File: src/verilog/gb_host_pkg.sv
//////////////////////////////
// Host service definitions
//////////////////////////////
`default_nettype none

package gb_host_pkg;

	// Download stream
	localparam int IOCTL_ADDR_W = 25;
	localparam int IOCTL_DATA_W = 16;
	localparam int FILETYPE_W   = 8;

	// Download index codes, cart is matched on its low six bits
	localparam logic [FILETYPE_W-1:0] FT_CART     = 8'h01;
	localparam logic [FILETYPE_W-1:0] FT_CART_ALT = 8'h80;
	localparam logic [FILETYPE_W-1:0] FT_BOOT_CGB = 8'h04;
	localparam logic [FILETYPE_W-1:0] FT_BOOT_DMG = 8'h05;
	localparam logic [FILETYPE_W-1:0] FT_BOOT_SGB = 8'h06;
	localparam logic [FILETYPE_W-1:0] FT_CHEAT    = 8'hFF;

	typedef enum logic [2:0] {
		DL_NONE,
		DL_CART,
		DL_BOOT,
		DL_CHEAT,
		DL_OTHER
	} dl_kind_e;

	// Clock bit, flags, address, compare, replace
	localparam int CHEAT_W = 129;

	// Backup RAM and SD side
	localparam int SD_LBA_W      = 32;
	localparam int BLK_IDX_W     = 8;
	localparam int SD_BUF_ADDR_W = 8;
	localparam int BK_ADDR_W     = 17;
	localparam int IMG_SIZE_W    = 64;
	localparam int RTC_STAMP_W   = 32;
	localparam int RTC_SAVED_W   = 48;

	typedef enum logic [1:0] {
		BK_IDLE,
		BK_REQ,
		BK_WAIT_END
	} bk_state_e;

endpackage

`default_nettype wire

File: src/verilog/backup_data_router.sv
//////////////////////////////
// Backup data routing
//////////////////////////////
`timescale 1ns/1ps
`default_nettype none

module backup_data_router
	import gb_host_pkg::*;
(
	input  logic [SD_LBA_W-1:0]      sd_lba,
	input  logic [SD_BUF_ADDR_W-1:0] sd_buff_addr,
	input  logic                     sd_buff_wr,
	input  logic                     sd_ack,
	input  logic                     in_rtc_block,
	input  logic [IOCTL_DATA_W-1:0]  sd_buff_dout,
	input  logic [15:0]              bk_q,
	input  logic [RTC_STAMP_W-1:0]   rtc_timestamp,
	input  logic [RTC_SAVED_W-1:0]   rtc_savedtime,
	output logic [BK_ADDR_W-1:0]     bk_addr,
	output logic                     bk_wr,
	output logic                     bk_rtc_wr,
	output logic [15:0]              bk_data,
	output logic [15:0]              sd_buff_din
);
	logic [15:0] rtc_word;

	// Block number selects the 256-word page of backup RAM
	assign bk_addr = {sd_lba[BK_ADDR_W-SD_BUF_ADDR_W-1:0], sd_buff_addr};
	assign bk_data = sd_buff_dout;

	assign bk_wr     = sd_buff_wr & sd_ack & ~in_rtc_block;
	assign bk_rtc_wr = sd_buff_wr & sd_ack & in_rtc_block;

	// Clock block holds timestamp then saved time, rest padded
	always_comb begin
		case (sd_buff_addr)
			SD_BUF_ADDR_W'(0): rtc_word = rtc_timestamp[15:0];
			SD_BUF_ADDR_W'(1): rtc_word = rtc_timestamp[31:16];
			SD_BUF_ADDR_W'(2): rtc_word = rtc_savedtime[15:0];
			SD_BUF_ADDR_W'(3): rtc_word = rtc_savedtime[31:16];
			SD_BUF_ADDR_W'(4): rtc_word = rtc_savedtime[47:32];
			default:           rtc_word = 16'hFFFF;
		endcase
	end

	assign sd_buff_din = in_rtc_block ? rtc_word : bk_q;

endmodule

`default_nettype wire

File: src/verilog/backup_sequencer.sv
//////////////////////////////
// Backup RAM load/save
//////////////////////////////
`timescale 1ns/1ps
`default_nettype none

module backup_sequencer
	import gb_host_pkg::*;
(
	input  logic                  clk_sys,
	input  logic                  reset,
	input  logic                  cart_download,
	input  logic                  cart_load_start,
	input  logic                  cart_load_done,
	input  logic                  img_mounted,
	input  logic                  img_readonly,
	input  logic [IMG_SIZE_W-1:0] img_size,
	input  logic                  cart_has_save,
	input  logic                  cram_wr,
	input  logic                  osd_status,
	input  logic                  autosave_en,
	input  logic                  load_req,
	input  logic                  save_req,
	input  logic                  rtc_inuse,
	input  logic [BLK_IDX_W-1:0]  ram_mask,
	input  logic                  sd_ack,
	output logic [SD_LBA_W-1:0]   sd_lba,
	output logic                  sd_rd,
	output logic                  sd_wr,
	output logic                  bk_busy,
	output logic                  bk_loading,
	output logic                  in_rtc_block,
	output logic                  sav_pending
);
	bk_state_e            state;
	logic                 bk_ena;
	logic                 sav_supported;
	logic                 auto_save;
	logic                 load_q;
	logic                 save_q;
	logic                 auto_q;
	logic                 ack_q;
	logic                 start_load;
	logic                 start_save;
	logic [BLK_IDX_W-1:0] blk_idx;
	logic                 last_blk;

	assign sav_supported = cart_has_save & bk_ena;
	assign auto_save     = sav_pending & osd_status & autosave_en;
	assign start_load    = (load_req & ~load_q) | (cart_load_done & |img_size);
	assign start_save    = (save_req & ~save_q) | (auto_save & ~auto_q);

	// Clock data rides in the block after the last RAM block
	assign blk_idx      = sd_lba[BLK_IDX_W-1:0];
	assign in_rtc_block = blk_idx > ram_mask;
	assign last_blk     = rtc_inuse ? in_rtc_block : (blk_idx >= ram_mask);
	assign bk_busy      = (state != BK_IDLE);

	//////////////////////////////
	// Save enable, pending flag
	//////////////////////////////
	always_ff @(posedge clk_sys) begin
		if (reset) begin
			bk_ena      <= 1'b0;
			sav_pending <= 1'b0;
		end else begin
			if (cart_load_start)
				bk_ena <= 1'b0;
			// The save image gets mounted before the ROM download ends
			if (cart_download && img_mounted && !img_readonly)
				bk_ena <= 1'b1;
			if (cram_wr && !osd_status && sav_supported)
				sav_pending <= 1'b1;
			else if (bk_busy)
				sav_pending <= 1'b0;
		end
	end

	always_ff @(posedge clk_sys) begin
		if (reset) begin
			load_q <= 1'b0;
			save_q <= 1'b0;
			auto_q <= 1'b0;
			ack_q  <= 1'b0;
		end else begin
			load_q <= load_req;
			save_q <= save_req;
			auto_q <= auto_save;
			ack_q  <= sd_ack;
		end
	end

	//////////////////////////////
	// Block FSM
	//////////////////////////////
	always_ff @(posedge clk_sys) begin
		if (reset) begin
			state      <= BK_IDLE;
			sd_lba     <= '0;
			sd_rd      <= 1'b0;
			sd_wr      <= 1'b0;
			bk_loading <= 1'b0;
		end else begin
			case (state)
				BK_IDLE: begin
					// Load wins if both arrive together
					if (bk_ena && (start_load || start_save)) begin
						state      <= BK_REQ;
						sd_lba     <= '0;
						bk_loading <= start_load;
						sd_rd      <= start_load;
						sd_wr      <= ~start_load;
					end
				end
				BK_REQ: begin
					if (sd_ack && !ack_q) begin
						sd_rd <= 1'b0;
						sd_wr <= 1'b0;
						state <= BK_WAIT_END;
					end
				end
				BK_WAIT_END: begin
					// Host drops ack once the 256 buffer words are done
					if (!sd_ack && ack_q) begin
						if (last_blk) begin
							state      <= BK_IDLE;
							bk_loading <= 1'b0;
						end else begin
							state  <= BK_REQ;
							sd_lba <= sd_lba + SD_LBA_W'(1);
							sd_rd  <= bk_loading;
							sd_wr  <= ~bk_loading;
						end
					end
				end
				default: state <= BK_IDLE;
			endcase
		end
	end

endmodule

`default_nettype wire

File: src/verilog/cheat_loader.sv
//////////////////////////////
// Cheat code assembly
//////////////////////////////
`timescale 1ns/1ps
`default_nettype none

module cheat_loader
	import gb_host_pkg::*;
(
	input  logic                    clk_sys,
	input  logic                    reset,
	input  logic                    ioctl_wr,
	input  logic [IOCTL_ADDR_W-1:0] ioctl_addr,
	input  logic [IOCTL_DATA_W-1:0] ioctl_dout,
	input  dl_kind_e                dl_kind,
	output logic [CHEAT_W-1:0]      gg_code,
	output logic                    gg_reset
);
	logic               cheat_wr;
	logic               code_clk;
	logic [CHEAT_W-2:0] code_fields;

	assign cheat_wr = ioctl_wr && (dl_kind == DL_CHEAT);

	// First word of a new cheat list wipes the old codes, as does a new cart
	assign gg_reset = (dl_kind == DL_CART) || (cheat_wr && ioctl_addr == '0);

	assign gg_code = {code_clk, code_fields};

	// Last word of a record clocks it into the core
	always_ff @(posedge clk_sys) begin
		if (reset)
			code_clk <= 1'b0;
		else
			code_clk <= cheat_wr && (ioctl_addr[3:0] == 4'd14);
	end

	// Words arrive bottom half first, fields are big endian as stored
	always_ff @(posedge clk_sys) begin
		if (cheat_wr) begin
			case (ioctl_addr[3:0])
				4'd0:  code_fields[111:96]  <= ioctl_dout;
				4'd2:  code_fields[127:112] <= ioctl_dout;
				4'd4:  code_fields[79:64]   <= ioctl_dout;
				4'd6:  code_fields[95:80]   <= ioctl_dout;
				4'd8:  code_fields[47:32]   <= ioctl_dout;
				4'd10: code_fields[63:48]   <= ioctl_dout;
				4'd12: code_fields[15:0]    <= ioctl_dout;
				4'd14: code_fields[31:16]   <= ioctl_dout;
				default: ;
			endcase
		end
	end

endmodule

`default_nettype wire

File: src/verilog/download_decode.sv
//////////////////////////////
// Download class decode
//////////////////////////////
`timescale 1ns/1ps
`default_nettype none

module download_decode
	import gb_host_pkg::*;
(
	input  logic                  clk_sys,
	input  logic                  reset,
	input  logic                  ioctl_download,
	input  logic [FILETYPE_W-1:0] ioctl_index,
	input  logic                  bk_loading,
	output dl_kind_e              dl_kind,
	output logic                  cart_download,
	output logic                  cart_load_start,
	output logic                  cart_load_done,
	output logic                  core_reset
);
	logic cart_dl_q;
	logic boot_download;

	always_comb begin
		if (!ioctl_download)
			dl_kind = DL_NONE;
		else if (ioctl_index[5:0] == FT_CART[5:0] || ioctl_index == FT_CART_ALT)
			dl_kind = DL_CART;
		else if (ioctl_index == FT_BOOT_CGB || ioctl_index == FT_BOOT_DMG ||
				ioctl_index == FT_BOOT_SGB)
			dl_kind = DL_BOOT;
		else if (ioctl_index == FT_CHEAT)
			dl_kind = DL_CHEAT;
		else
			dl_kind = DL_OTHER;
	end

	assign cart_download = (dl_kind == DL_CART);
	assign boot_download = (dl_kind == DL_BOOT);

	// Core held in reset while ROM or boot image is loaded, and during backup restore
	assign core_reset = reset | cart_download | boot_download | bk_loading;

	// Edge strobes, one cycle late
	always_ff @(posedge clk_sys) begin
		if (reset) begin
			cart_dl_q       <= 1'b0;
			cart_load_start <= 1'b0;
			cart_load_done  <= 1'b0;
		end else begin
			cart_dl_q       <= cart_download;
			cart_load_start <= cart_download & ~cart_dl_q;
			cart_load_done  <= cart_dl_q & ~cart_download;
		end
	end

endmodule

`default_nettype wire

File: src/verilog/ffwd_latch.sv
//////////////////////////////
// Fast-forward latch
//////////////////////////////
`timescale 1ns/1ps
`default_nettype none

module ffwd_latch #(
	parameter int FF_HOLD_CYCLES = 3200000
) (
	input  logic clk_sys,
	input  logic reset,
	input  logic ff_button,
	input  logic ioctl_download,
	input  logic osd_status,
	output logic fast_forward
);
	localparam int CNT_W = $clog2(FF_HOLD_CYCLES + 1);
	localparam logic [CNT_W-1:0] CNT_MAX = CNT_W'(FF_HOLD_CYCLES);

	logic             ff_active;
	logic             ff_last;
	logic             ff_latch;
	logic             ff_was_held;
	logic [CNT_W-1:0] ff_count;

	// Button ignored while loading or with the menu up
	assign ff_active = ff_button & ~ioctl_download & ~osd_status;

	always_ff @(posedge clk_sys) begin
		if (reset) begin
			ff_last      <= 1'b0;
			ff_latch     <= 1'b0;
			ff_was_held  <= 1'b0;
			ff_count     <= '0;
			fast_forward <= 1'b0;
		end else begin
			ff_last <= ff_active;
			// Saturates so a long hold never looks like a tap
			if (ff_active && ff_count != CNT_MAX)
				ff_count <= ff_count + 1'b1;
			if (ff_active && !ff_last) begin
				ff_latch <= 1'b0;
				ff_count <= '0;
			end
			// Short tap toggles, the tap after a latch only releases it
			if (!ff_active && ff_last) begin
				ff_was_held <= 1'b0;
				if (ff_count < CNT_MAX && !ff_was_held) begin
					ff_was_held <= 1'b1;
					ff_latch    <= 1'b1;
				end
			end
			fast_forward <= ff_active | ff_latch;
		end
	end

endmodule

`default_nettype wire

File: src/verilog/gb_host_top.sv
//////////////////////////////
// Console host services
//////////////////////////////
`timescale 1ns/1ps
`default_nettype none

module gb_host_top
	import gb_host_pkg::*;
#(
	parameter int FF_HOLD_CYCLES = 3200000
) (
	input  logic                     clk_sys,
	input  logic                     reset,
	// Download stream
	input  logic                     ioctl_download,
	input  logic [FILETYPE_W-1:0]    ioctl_index,
	input  logic [IOCTL_ADDR_W-1:0]  ioctl_addr,
	input  logic [IOCTL_DATA_W-1:0]  ioctl_dout,
	input  logic                     ioctl_wr,
	// Save image and cart state
	input  logic                     img_mounted,
	input  logic                     img_readonly,
	input  logic [IMG_SIZE_W-1:0]    img_size,
	input  logic                     cart_has_save,
	input  logic                     cram_wr,
	input  logic                     osd_status,
	input  logic                     autosave_en,
	input  logic                     load_req,
	input  logic                     save_req,
	input  logic                     rtc_inuse,
	input  logic [BLK_IDX_W-1:0]     ram_mask,
	// SD host side
	input  logic                     sd_ack,
	input  logic [SD_BUF_ADDR_W-1:0] sd_buff_addr,
	input  logic                     sd_buff_wr,
	input  logic [IOCTL_DATA_W-1:0]  sd_buff_dout,
	input  logic [15:0]              bk_q,
	input  logic [RTC_STAMP_W-1:0]   rtc_timestamp,
	input  logic [RTC_SAVED_W-1:0]   rtc_savedtime,
	input  logic                     ff_button,
	output logic                     core_reset,
	output logic [CHEAT_W-1:0]       gg_code,
	output logic                     gg_reset,
	output logic [SD_LBA_W-1:0]      sd_lba,
	output logic                     sd_rd,
	output logic                     sd_wr,
	output logic [15:0]              sd_buff_din,
	output logic                     bk_busy,
	output logic                     bk_loading,
	output logic                     sav_pending,
	output logic [BK_ADDR_W-1:0]     bk_addr,
	output logic                     bk_wr,
	output logic                     bk_rtc_wr,
	output logic [15:0]              bk_data,
	output logic                     fast_forward,
	output logic                     led_user
);
	dl_kind_e dl_kind;
	logic     cart_download;
	logic     cart_load_start;
	logic     cart_load_done;
	logic     in_rtc_block;

	download_decode download_decode_i (.*);

	cheat_loader cheat_loader_i (.*);

	backup_sequencer backup_sequencer_i (.*);

	backup_data_router backup_data_router_i (.*);

	ffwd_latch #(
		.FF_HOLD_CYCLES(FF_HOLD_CYCLES)
	) ffwd_latch_i (.*);

	// Lit while a ROM streams in or unsaved RAM changes exist
	assign led_user = cart_download | sav_pending;

endmodule

`default_nettype wire
File: config.mk
export PLATFORM = sky130hd
export DESIGN_NAME = gb_host_top
export DESIGN_NICKNAME = d
export VERILOG_FILES = /design/src/verilog/gb_host_pkg.sv /design/src/verilog/backup_data_router.sv /design/src/verilog/backup_sequencer.sv /design/src/verilog/cheat_loader.sv /design/src/verilog/download_decode.sv /design/src/verilog/ffwd_latch.sv /design/src/verilog/gb_host_top.sv
export SDC_FILE = /design/constraint.sdc
export NUM_CORES = 1
export LEC_CHECK = 0
export ABC_AREA = 1
export BUFFER_PORTS_ARGS = -buffer_cell sky130_fd_sc_hd__clkbuf_2
export CAP_MARGIN = 20
export CORE_AREA = 2 2 186 188
export CTS_BUF_LIST = sky130_fd_sc_hd__clkbuf_8
export CTS_CLUSTER_DIAMETER = 200
export DETAILED_ROUTE_END_ITERATION = 8
export DIE_AREA = 0 0 188 190
export PLACE_DENSITY = 0.59
export SLEW_MARGIN = 20
export SYNTH_ARGS = -nofsm -noshare
export SYNTH_HDL_FRONTEND = slang
export SYNTH_HIERARCHICAL = 1
export SYNTH_SLANG_ARGS = --single-unit
File: constraint.sdc
create_clock -name clk_sys -period 2.75 [get_ports clk_sys]
set_input_delay 0.275 -clock clk_sys [delete_from_list [all_inputs] [get_ports clk_sys]]
set_output_delay 0.275 -clock clk_sys [all_outputs]
set_load 0.005 [all_outputs]
# Word-level counts from Yosys, hierarchy flattened
# Index checks and enable logic that the tools add are counted.
# op_classes
n_addsub	2
magnitude_cmp	3
eq_ne	28
muxes	36
bitwise_logic	31
reduce_logical	49
# op_table
op	count
$mux W32	3
$pmux W16 S5	1
$pmux W32 S2	1
$reduce_or A64 Y1	1
$add A32 B1 Y32 const B	1
$eq A8 B3 Y1 const B	4
$logic_not A25 Y1	1
$add A22 B1 Y22 const B	1
$lt A22 B22 Y1 const B	1
$ne A22 B22 Y1 const B	1
$mux W1	19
$eq A4 B4 Y1 const B	4
$eq A8 B2 Y1 const B	2
$eq A8 B8 Y1 const B	2
$mux W16	1
$reduce_and A2 Y1	8
$and A1 B1 Y1	14
$logic_and A1 B1 Y1	14
$mux W3	4
$not A1 Y1	10
$eq A4 B3 Y1 const B	2
$eq A8 B1 Y1 const B	1
$ge A8 B8 Y1	1
$gt A8 B8 Y1	1
other kinds (24)	51
# totals
regBits	201
in_bits	257
out_inout_bits	221
elab_cells	177

# Longest topological paths before layout
# Gate-level depths: netlist of run 1.
# logic_depth
depth_word	10
depth_mapped	15
mapped_depth_nobuf	14

# By module
# The synthesis of run 1 kept the hierarchy.
# by_module_without_submodules
mod	n_inst	cells_each	area_each_um2	seq_area_each_um2
cheat_loader	1	192	4134.0	3863.7
backup_sequencer	1	536	3318.2	860.8
ffwd_latch	1	238	1566.5	520.5
backup_data_router	1	265	1435.1	0.0
download_decode	1	50	292.8	60.1
gb_host_top	1	3	11.3	0.0

# Worst setup path after synthesis of run 1
# Ideal clock, no wire load.
# synth_timing
path_type	input-to-reg
from	in ioctl_index[4]
to	reg cheat_loader_i.code_fields[112], enable pin
setup_time_ns	0.389
arrival_time_ns	1.803
slack_ns	0.559
path_stages	9
path_cell_list	nor2_2 nand2_1 inv_1 nand2_2 a21oi_1 nand2_2 nor2_4 nand3_2 nor2_1
# synth_between
elab_chain_len	9
# synth_rtl
item	line_no	source
from (decl)	gb_host_top.sv:16	input logic [FILETYPE_W-1:0] ioctl_index,
$eq A8 B3 Y1	download_decode.sv:29	else if (ioctl_index == FT_BOOT_CGB || ioctl_index == FT_BOOT_DMG ||
$logic_or A1 B1 Y1 (2 in series)	download_decode.sv:29	
$mux W3	download_decode.sv:29	
$mux W3 *	download_decode.sv:27	else if (ioctl_index[5:0] == FT_CART[5:0] || ioctl_index == FT_CART_ALT)
$mux W3 *	download_decode.sv:25	if (!ioctl_download)
named net dl_kind[1]	gb_host_top.sv:58	dl_kind_e dl_kind;
$eq A3 B2 Y1 *	cheat_loader.sv:23	assign cheat_wr = ioctl_wr && (dl_kind == DL_CHEAT);
$logic_and A1 B1 Y1 *	cheat_loader.sv:23	
$reduce_and A2 Y1 (no source line) *	n/a	
to (signal assigned)	cheat_loader.sv:43	4'd2: code_fields[127:112] <= ioctl_dout;
to (decl)	cheat_loader.sv:21	logic [CHEAT_W-2:0] code_fields;
# The timed path passes the listed nets; every way through them passes the cells marked *.
# A chain may end at the register's enable or synchronous reset.

# Worst setup path in the final report of run 1
# layout_timing
from	reg backup_sequencer_i.sd_lba[7]
to	out bk_wr
# layout_between
elab_chain_len	3
# layout_rtl
item	line_no	source
from (decl)	backup_sequencer.sv:27	output logic [SD_LBA_W-1:0] sd_lba,
from (signal assigned)	backup_sequencer.sv:130	sd_lba <= sd_lba + SD_LBA_W'(1);
$gt A8 B8 Y1	backup_sequencer.sv:55	assign in_rtc_block = blk_idx > ram_mask;
named net in_rtc_block	gb_host_top.sv:62	logic in_rtc_block;
$not A1 Y1	backup_data_router.sv:31	assign bk_wr = sd_buff_wr & sd_ack & ~in_rtc_block;
$and A1 B1 Y1	backup_data_router.sv:31	
to (decl)	gb_host_top.sv:52	output logic bk_wr,
# The timed path passes the listed nets, and every way through them passes these cells.

==> impl_metrics.yaml, run 1 <==
synth:
  ys_warn_count: 6
  yosysTopAreaCellShare_pct: 35.73
  ys_async_sr_fraction_pct: 0
  syn_area_um2: 10760
  synth-simple-area-share_pct: 31.62
  synth_fa_ha_area_share_pct: 1.745
  synth_compound_area_share_pct: 5.408
  synth.avg_cell_area_um2: 8.378
  synth_cell_types: 48
  yosysTopAreaCell: "edfxtp_1"
  synth-seq-cells: 201
  ys_seq_area_share_pct: 49.31
  post_synth_xor_area_fraction_pct: 2.117
  netlist_instances: 1284
  synth-edff-count: 128
  synth.net_count: 1556
  synth_mux_area_share_pct: 0
  synth_top_family_by_area: "simple AND/OR/NAND/NOR gates"
  synthTopCellsByArea: "edfxtp_1, dfxtp_1, nand2_1"
  synthFlopType: "edfxtp_1"
setup_path:
  worstSetupPathType: "reg2out"
  worstPathMaxFanout: 5
  endpoint_kind: "output pin"
  worst_path_max_delay_cell: "dfxtp_1"
  crit_arrival_ns: 2.30
  start_kind: "flip-flop"
  path_cells: "ha_1 -> nand2_1 -> nor2_2 -> nand4_2 -> a21boi_4 -> buf_12 -> buf_6 -> nor3_1 -> clkbuf_2"
  cp.required_ns: 2.48
  path_delay_family: "simple AND/OR/NAND/NOR gates"
  crit_buf_inv: 3
  r2r_slack_ns: 0.51
  slowest_delay_ns: 0.31
final_layout:
  area_delta_synth_final_pct: 30.80
  fillers: 3476
  fin_nets: 2000
  layout.area.seq_um2: 5305
  drive_above_1_share_pct: 36.74
  multi_input_comb_area_um2: 4431
  final_util_pct: 41.45
  final_cell_count_no_fill: 2210
drt:
  finalWirelength_um: 42050
  vias_per_cell: 4.629
  vias: 10230
  drtAntennaViolNets: 0
  wl_per_cell_um: 19.03
  dr.pass1.iters: 5
  drc: 0
  drt_iter0_drc: 618
timing:
  worst_pin_slew_ns: 0.7356
  finalCritPeriodShare_pct: 93.72
  fmax_mhz: 388.0
  holdWs_ns: 0.03548
  fin_setup_tns_ns: 0
  slew_headroom_pct: 50.90
  maxSlewViolCount: 0
  finalSetupViolCount: 0
  fin_crit_ns: 2.577
  clock_skew_ns: 0.01945
  hold_viol_final: 0
floorplan:
  die_h_um: 190
  io_pins: 478
  dieWidth_um: 188
  start_util_pct: 31.69
  num_rows: 68
  core_um2: 33950
  die-area_um2: 35720
cts:
  htree_levels: 2
  cts_buffers: 35
  clock-sinks: 201
  path_clk_slew_ns: 0.06
  cts_tree: "yes"
  cts-root-buf: "clkbuf_8"
  clk_latency_ns: 0.52
  clk_path_buf_depth: 3
power_and_ir_drop:
  p_sw_w: 0.002065
  clkPwrFrac_pct: 35.2
  leakage_nw: 6.302
  pwr-share-comb_pct: 18.0
  internal-power_w: 0.005085
  power_density_nw_per_um2: 508.2
  vdd_drop_max_v: 0.0003400
  switching_share_pct: 28.88
  report.power.total_w: 0.007150
  seq_power_share_pct: 46.8
placement:
  dp.cells: 2142
  gp_congestion: 0.9446
  io_buffers: 445
  hpwl_um: 34770
global_routing:
  grt_usage_pct: 23.06
  grt_pass1_wl_um: 61330
  grt_pass1_vias: 9779
  antenna_found_initial: 7
  grt_max_degree: 40
  overflow: 0
min_path:
  hold_path.class: "in2reg"
outcome:
  status: "finished clean"
job:
  drv_cap: 0
-- routing by layer --
metal | vias up | routed length (µm) | track usage [%]
met2 | 359 | 21310 | 41.61
met5 | - | 0 | 0
met3 | 65 | 2493 | 4.999
li1 | 5060 | - | -
met4 | 0 | 1687 | 9.509
met1 | 4746 | 16560 | 26.42
-- worst register-to-register path, delay by kind of cell, from the launching register on --
| kind | cells | cell delay, ns |
|---|---|---|
| simple gates | 9 | 0.92 |
| fa+ha+maj | 1 | 0.29 |
| buf+inv | 1 | 0.39 |
| compound gates | 2 | 0.22 |
| flops | 1 | 0.31 |
-- sequential cells by signal (all words and copies together) (netlist names), 2 cells and up --
signal,flops
ffwd_latch_i/ff_count,22
backup_sequencer_i/state,2
cheat_loader_i/code_fields,128
backup_sequencer_i/sd_lba,32
-- metrics by stage --
step	worst slack [ns]	instance area, µm²
after global routing	-0.003652	14070
after detailed placement	0.4540	13350
after floorplan	0.5586	10760
after global placement	0.5126	13350
final	0.1727	14070
after CTS	0.05990	14000
-- logic make-up (layout without fill, tap and decap cells) --
group	after synthesis	in the layout
adders and majority gates	15	15
DFF	201	201
xor gates and xnor gates	26	26
AOI/OAI and AO/OA	99	99
and+or+nand+nor	731	732
other	0	5
buffers and inverters	212	677
-- cells in the final DEF (no fill, tap or decap), types with 4 or more instances in the layout --
master / count
a21oi_1: 57
a21oi_2: 16
buf_12: 8
buf_4: 19
clkbuf_2: 445
clkbuf_8: 36
clkinv_1: 4
dfxtp_1: 73
diode_2: 5
edfxtp_1: 128
ha_1: 15
inv_1: 135
inv_2: 15
nand2_1: 267
nand2_2: 22
nand2_4: 7
nand3_1: 85
nand3_2: 7
nand4_1: 41
nor2_1: 220
nor2_2: 31
nor2_4: 7
nor3_1: 24
nor3_2: 6
o21ai_0: 10
o21ai_1: 6
xnor2_1: 7
xor2_1: 19
-- cell type report --
type	instances	area share (%)
sequential	201	37.70
multi-input combinational	872	31.49
timing repair buffer	476	18.28
tap	455	4.046
inverter	142	3.859
clock buffer	36	3.521
clock inverter	23	1.014
antenna	5	0.08892
-- synth_stat cells, types with 22 or more instances --
library cell,count
nor2_1,220
nand3_1,85
nand4_1,41
nand2_2,22
dfxtp_1,73
buf_4,36
nor3_1,24
nand2_1,267
inv_1,123
edfxtp_1,128
a21oi_1,57
nor2_2,31
-- path summary, 6_finish.rpt --
path / cells after the start / endpoint / startpoint
hold reg to reg: 2 / ffwd_latch_i/fast_forward$_SDFF_PP0_ / ffwd_latch_i/ff_latch$_SDFF_PP0_
setup / recovery: 9 / bk_wr / backup_sequencer_i/sd_lba[7]$_SDFFE_PP0P_
hold / removal: 3 / backup_sequencer_i/auto_q$_SDFF_PP0_ / autosave_en
setup reg to reg: 13 / backup_sequencer_i/sd_lba[1]$_SDFFE_PP0P_ / backup_sequencer_i/sd_lba[7]$_SDFFE_PP0P_
-- timing repair --
item,4_1_cts,5_1_grt
gates resized for setup,0,4
hold buffers,2,0
hold endpoints to repair,2,0
setup buffers,0,1
endpoints found under the setup margin,0,16
-- power by group through the flow --
stage                     clock network [W]  logic [W]  registers (W)
after floorplan                           0   0.000734        0.00342
after global placement                    0    0.00126        0.00341
after detailed placement                  0    0.00127        0.00341
after CTS                           0.00259    0.00128        0.00335
after global routing                0.00271    0.00145        0.00335
final                               0.00252    0.00129        0.00335
Power figures use the tool's default switching activity.
==> run 2, diff against run 1 <==
--- a/config.mk
+++ b/config.mk
@@ -8,12 +8,12 @@
 export ABC_AREA = 1
 export BUFFER_PORTS_ARGS = -buffer_cell sky130_fd_sc_hd__clkbuf_2
 export CAP_MARGIN = 20
-export CORE_AREA = 2 2 186 188
+export CORE_AREA = 2 2 184 186
 export CTS_BUF_LIST = sky130_fd_sc_hd__clkbuf_8
 export CTS_CLUSTER_DIAMETER = 200
 export DETAILED_ROUTE_END_ITERATION = 8
-export DIE_AREA = 0 0 188 190
-export PLACE_DENSITY = 0.59
+export DIE_AREA = 0 0 186 188
+export PLACE_DENSITY = 0.6
 export SLEW_MARGIN = 20
 export SYNTH_ARGS = -nofsm -noshare
 export SYNTH_HDL_FRONTEND = slang
==> constraint.sdc (replaced) <==
create_clock -name clk_sys -period 3 [get_ports clk_sys]
set_input_delay 0.3 -clock clk_sys [delete_from_list [all_inputs] [get_ports clk_sys]]
set_output_delay 0.3 -clock clk_sys [all_outputs]
set_load 0.005 [all_outputs]
==> run 2 against run 1 <==
Compared with the run above: utilization rose by 0.49 points; sequential share of layout area up 0.51 points; final cell count decreased by 0.95%.
==> impl_metrics.yaml, run 2 (synthesized netlist as in run 1, its figures left out) <==
outcome:
  status: "finished clean"
final_layout:
  fin_nets: 1986
  top_regs: "cheat_loader_i/code_fields: 128 flops, backup_sequencer_i/sd_lba: 32 flops, ffwd_latch_i/ff_count: 22 flops"
  largest_register_ffs: 128
  drive_above_1_share_pct: 36.31
  final_common_cell: "clkbuf_2"
  fillers: 3393
  area_delta_synth_final_pct: 29.09
  final_area_um2: 13890
  final_util_pct: 41.94
  most-common-layout-cells: "clkbuf_2, nand2_1, nor2_1"
  final_cell_count_no_fill: 2189
  top_register: "cheat_loader_i/code_fields"
setup_path:
  worstPathMaxFanout: 18
  start_kind: "flip-flop"
  endpoint_kind: "output pin"
  worstSetupPathType: "reg2out"
  crit_arrival_ns: 2.52
  cp.required_ns: 2.70
drt:
  vias_per_cell: 4.704
  drtAntennaViolNets: 0
  wl_per_cell_um: 18.45
  vias: 10300
  drc: 0
  dr.pass1.iters: 7
  wl_met1_um: 18370
  route.met2.wl_um: 16630
  drt_iter0_drc: 812
  wl_met3_um: 4507
  finalWirelength_um: 40400
  top_layer_used: "met5"
timing:
  slew_headroom_pct: 49.57
  rsz0062_at_grt: "no"
  maxSlewViolCount: 0
  clock_skew_ns: 0.03383
  fin_setup_tns_ns: 0
  worst_pin_slew_ns: 0.7563
  finalCritPeriodShare_pct: 93.85
  fmax_mhz: 355.2
  hold_viol_final: 0
  fin_crit_ns: 2.815
  finalSetupViolCount: 0
power_and_ir_drop:
  report.power.total_w: 0.006651
  clkPwrFrac_pct: 36.8
  switching_share_pct: 28.11
  vdd_drop_max_v: 0.0002581
  internal-power_w: 0.004781
  seq_power_share_pct: 46.8
  leakage_nw: 6.239
  p_sw_w: 0.001869
  pwr-share-comb_pct: 16.4
  power_density_nw_per_um2: 478.9
floorplan:
  start_util_pct: 32.49
  dieWidth_um: 186
  die-area_um2: 34970
  io_pins: 478
  num_rows: 67
  die_h_um: 188
  core_um2: 33110
cts:
  cts_tree: "yes"
  post_cts_buffers: 0
  clk_latency_ns: 0.53
  htree_levels: 2
  clock-sinks: 201
  cts_buffers: 34
  path_clk_slew_ns: 0.05
  clk_path_buf_depth: 3
  cts-root-buf: "clkbuf_8"
placement:
  io_buffers: 445
  gp_congestion: 0.9977
  place_area_um2: 13170
  dp.cells: 2124
  hpwl_um: 32720
global_routing:
  grt_max_degree: 40
  grt_pass1_vias: 9727
  overflow: 0
  grt_pass1_wl_um: 59280
  grt_usage_pct: 22.65
  antenna_found_initial: 4
min_path:
  hold_path.class: "in2reg"
job:
  drv_cap: 0
==> run 2: cell count changes in the layout (fill, tap and decap cells not counted), sizes merged <==
cell	change
buf	-12
bufinv	+2
diode	-2
clkinv	+3
nand2	-1
clkinvlp	-2
inv	-2
==> run 2: layout make-up <==
| type | count | area, µm² | area share (%) |
|---|---|---|---|
| Sequential cell | 201 | 5306 | 38.21 |
| Multi-Input combinational cell | 871 | 4410 | 31.76 |
| Timing Repair Buffer | 464 | 2379 | 17.13 |
| Tap cell | 448 | 560.5 | 4.036 |
| Inverter | 142 | 543.0 | 3.910 |
| Clock buffer | 36 | 495.5 | 3.568 |
| Clock inverter | 24 | 185.2 | 1.333 |
| Antenna cell | 3 | 7.507 | 0.05406 |
==> run 2: power by group through the flow <==
stage | Clock [W] | Sequential (W) | Combinational, W
final | 0.00245 | 0.00311 | 0.00109
after global routing | 0.00263 | 0.00312 | 0.00122
after CTS | 0.00252 | 0.00311 | 0.00109
after detailed placement | 0 | 0.00317 | 0.00108
after global placement | 0 | 0.00316 | 0.00107
after floorplan | 0 | 0.00314 | 0.000673
==> run 2: what timing repair did <==
item / 4_1_cts / 5_1_grt
hold buffers: 2 / 0
gates resized for setup: 1 / 2
endpoints found under the setup margin: 14 / 16
hold endpoints to repair: 2 / 0
pin swaps: 0 / 1
==> run 2: through the flow <==
stage / setup WS [ns] / hold slack (ns)
4_1_cts: 0.04804 / 0.002224
3_3_place_gp: 0.5215 / 0.4417
5_1_grt: 0.007539 / 0.01754
6_report: 0.1846 / 0.02344
2_1_floorplan: 0.7836 / 0.3668
3_5_place_dp: 0.5044 / 0.4454
==> run 2: final timing paths <==
path / startpoint / slack (ns) / end / depth (start not counted)
max: backup_sequencer_i/sd_lba[5]$_SDFFE_PP0P_ / 0.18 / sd_buff_din[1] / 9
min: cart_has_save / 0.02 / backup_sequencer_i/sav_pending$_SDFFE_PP0P_ / 3
min reg2reg: download_decode_i/cart_dl_q$_SDFF_PP0_ / 0.45 / download_decode_i/cart_load_done$_SDFF_PP0_ / 2
max reg2reg: backup_sequencer_i/sd_lba[5]$_SDFFE_PP0P_ / 0.56 / backup_sequencer_i/sd_lba[1]$_SDFFE_PP0P_ / 11
==> run 2: layer usage <==
layer	up-vias	global-route usage [%]
met5	-	2.714
met3	66	8.740
li1	5010	-
met4	2	6.269
met1	4752	31.42
met2	468	32.40
==> run 2: worst max-delay path: stages (launching register included) <==
cell      delay, ns
dfxtp_1        0.51
ha_1           0.31
nand2_1        0.09
nor2_2         0.05
nand4_2        0.09
a21boi_4       0.33
buf_6          0.22
nor2_1         0.06
a21oi_1        0.17
clkbuf_2       0.15
==> run 3, diff against run 2 <==
--- a/config.mk
+++ b/config.mk
@@ -8,12 +8,11 @@
 export ABC_AREA = 1
 export BUFFER_PORTS_ARGS = -buffer_cell sky130_fd_sc_hd__clkbuf_2
 export CAP_MARGIN = 20
-export CORE_AREA = 2 2 184 186
+export CORE_UTILIZATION = 27
 export CTS_BUF_LIST = sky130_fd_sc_hd__clkbuf_8
 export CTS_CLUSTER_DIAMETER = 200
 export DETAILED_ROUTE_END_ITERATION = 8
-export DIE_AREA = 0 0 186 188
-export PLACE_DENSITY = 0.6
+export PLACE_DENSITY = 0.52
 export SLEW_MARGIN = 20
 export SYNTH_ARGS = -nofsm -noshare
 export SYNTH_HDL_FRONTEND = slang
==> run 3 against run 2 <==
Compared with the run above: first-iteration DRC count fell by 42%; register-to-register slack got worse by 0.12 ns; critical path type unchanged; die area rose by 16%; largest power group unchanged.
==> impl_metrics.yaml, run 3 (synthesized netlist as in run 1, its figures left out) <==
floorplan:
  die-area_um2: 40650
  die_h_um: 201.6
  num_rows: 72
  io_pins: 478
  core_um2: 39010
  start_util_pct: 27.58
  dieWidth_um: 201.6
timing:
  fmax_mhz: 362.1
  slew_headroom_pct: 49.10
  rsz0062_at_grt: "no"
  maxSlewViolCount: 0
  finalWorstSetupSlack_ns: 0.2385
  finalSetupViolCount: 0
  fin_setup_tns_ns: 0
  finalCritPeriodShare_pct: 92.05
  hold_viol_final: 0
  clock_skew_ns: 0.02201
  worst_pin_slew_ns: 0.7627
  fin_crit_ns: 2.761
power_and_ir_drop:
  vdd_drop_max_v: 0.0002055
  leakage_nw: 6.311
  report.power.total_w: 0.006910
  power_density_nw_per_um2: 488.1
placement:
  place_area_um2: 13310
  gp_congestion: 0.8901
  io_buffers: 445
  hpwl_um: 28860
  place_ws_ns: 0.4666
  dp.cells: 2201
global_routing:
  grt_max_degree: 38
  grt_usage_pct: 17.69
  grt_pass1_wl_um: 55570
  overflow: 0
  grt_pass1_vias: 9560
  antenna_found_initial: 2
final_layout:
  final_common_cell: "clkbuf_2"
  final_area_um2: 14160
  top_register: "cheat_loader_i/code_fields"
  drive_above_1_share_pct: 36.78
  fillers: 4083
  area_delta_synth_final_pct: 31.59
  top_regs: "cheat_loader_i/code_fields: 128 flops, backup_sequencer_i/sd_lba: 32 flops, ffwd_latch_i/ff_count: 22 flops"
  final_cell_count_no_fill: 2270
  layout.area.seq_um2: 5306
  most-common-layout-cells: "clkbuf_2, nand2_1, nor2_1"
  largest_register_ffs: 128
  fin_nets: 2000
  multi_input_comb_area_um2: 4419
drt:
  finalWirelength_um: 36350
  drtAntennaViolNets: 0
  vias: 9994
  wl_per_cell_um: 16.01
  drc: 0
  vias_per_cell: 4.403
  dr.pass1.iters: 4
  drt_iter0_drc: 475
setup_path:
  start_kind: "flip-flop"
  crit_arrival_ns: 2.46
  path_cells: "ha_1 -> nand2_1 -> nor2_2 -> nand2_1 -> a21boi_4 -> buf_12 -> buf_4 -> nor2_1 -> a21oi_1 -> clkbuf_2"
  path_delay_family: "buffers and inverters"
  crit_buf_inv: 3
  worstSetupPathType: "reg2out"
  worst_path_max_delay_cell: "dfxtp_1"
  cp.required_ns: 2.70
  endpoint_kind: "output pin"
  slowest_delay_ns: 0.39
  worstPathMaxFanout: 10
  path_common_cell: "nand2_1"
cts:
  clk_path_buf_depth: 3
  cts-root-buf: "clkbuf_8"
  htree_levels: 2
  path_clk_slew_ns: 0.06
  cts_buffers: 37
  clock-sinks: 201
  cts_tree: "yes"
  clk_latency_ns: 0.55
job:
  drv_cap: 0
min_path:
  hold_path.class: "in2reg"
outcome:
  status: "finished clean"
-- run 3: changes by cell type in the layout (fill, tap and decap cells not counted), moves of 2 or more --
cell / before / now
buf_4: 16 / 24
clkbuf_8: 36 / 42
clkinv_2: 4 / 2
diode_2: 3 / 1
dlygate4sd3_1: 2 / 5
inv_1: 134 / 132
-- run 3: report_power, final --
group          internal [W]  switching, W  leakage [nW]
Sequential          0.00300     0.0000805          1.74
Clock               0.00155       0.00114         0.422
Combinational      0.000437      0.000704          4.15
Total               0.00499       0.00192          6.31
-- run 3: metrics by stage --
stage	util (%)	hold WS (ns)
2_1_floorplan	-	0.3668
3_3_place_gp	34.11	0.4450
3_5_place_dp	34.11	0.4427
4_1_cts	36.21	0.003834
5_1_grt	36.29	0.02675
6_report	36.29	0.04917
-- run 3: final timing paths --
kind                                                 to  slack, ns  depth (start not counted)                                 startpoint
min              backup_sequencer_i/bk_ena$_SDFFE_PP0P_       0.05                          3                                img_mounted
max reg2reg  backup_sequencer_i/sd_lba[10]$_SDFFE_PP0P_       0.44                         11  backup_sequencer_i/sd_lba[5]$_SDFFE_PP0P_
max                                     sd_buff_din[11]       0.24                         10  backup_sequencer_i/sd_lba[7]$_SDFFE_PP0P_
min reg2reg        ffwd_latch_i/fast_forward$_SDFF_PP0_       0.45                          2           ffwd_latch_i/ff_latch$_SDFF_PP0_
-- run 3: worst min-delay path, stage by stage --
cell and delay, ns:
clkbuf_2 0.08, nand3b_1 0.09, a21oi_1 0.06
-- run 3: what timing repair did --
action | CTS | global route
gates resized for setup | 1 | 2
hold buffers | 5 | 0
pin swaps | 0 | 1
endpoints found under the hold margin | 4 | 0
setup buffers | 0 | 1
setup endpoints to repair | 16 | 16
-- run 3: cell type report --
type | instances | share of cell area [%]
Antenna cell | 1 | 0.01768
Clock buffer | 42 | 4.083
Clock inverter | 20 | 1.282
Inverter | 142 | 3.836
Multi-Input combinational cell | 871 | 31.22
Sequential cell | 201 | 37.48
Tap cell | 518 | 4.578
Timing Repair Buffer | 475 | 17.50
-- run 3: routing by layer --
layer  GRT usage (%)  up-vias  wire length, µm
li1                -     5039                -
met4           5.438        2              816
met2           28.60      318            16720
met1           22.95     4587            16290
met5               0        -               13
met3           4.697       48             2508
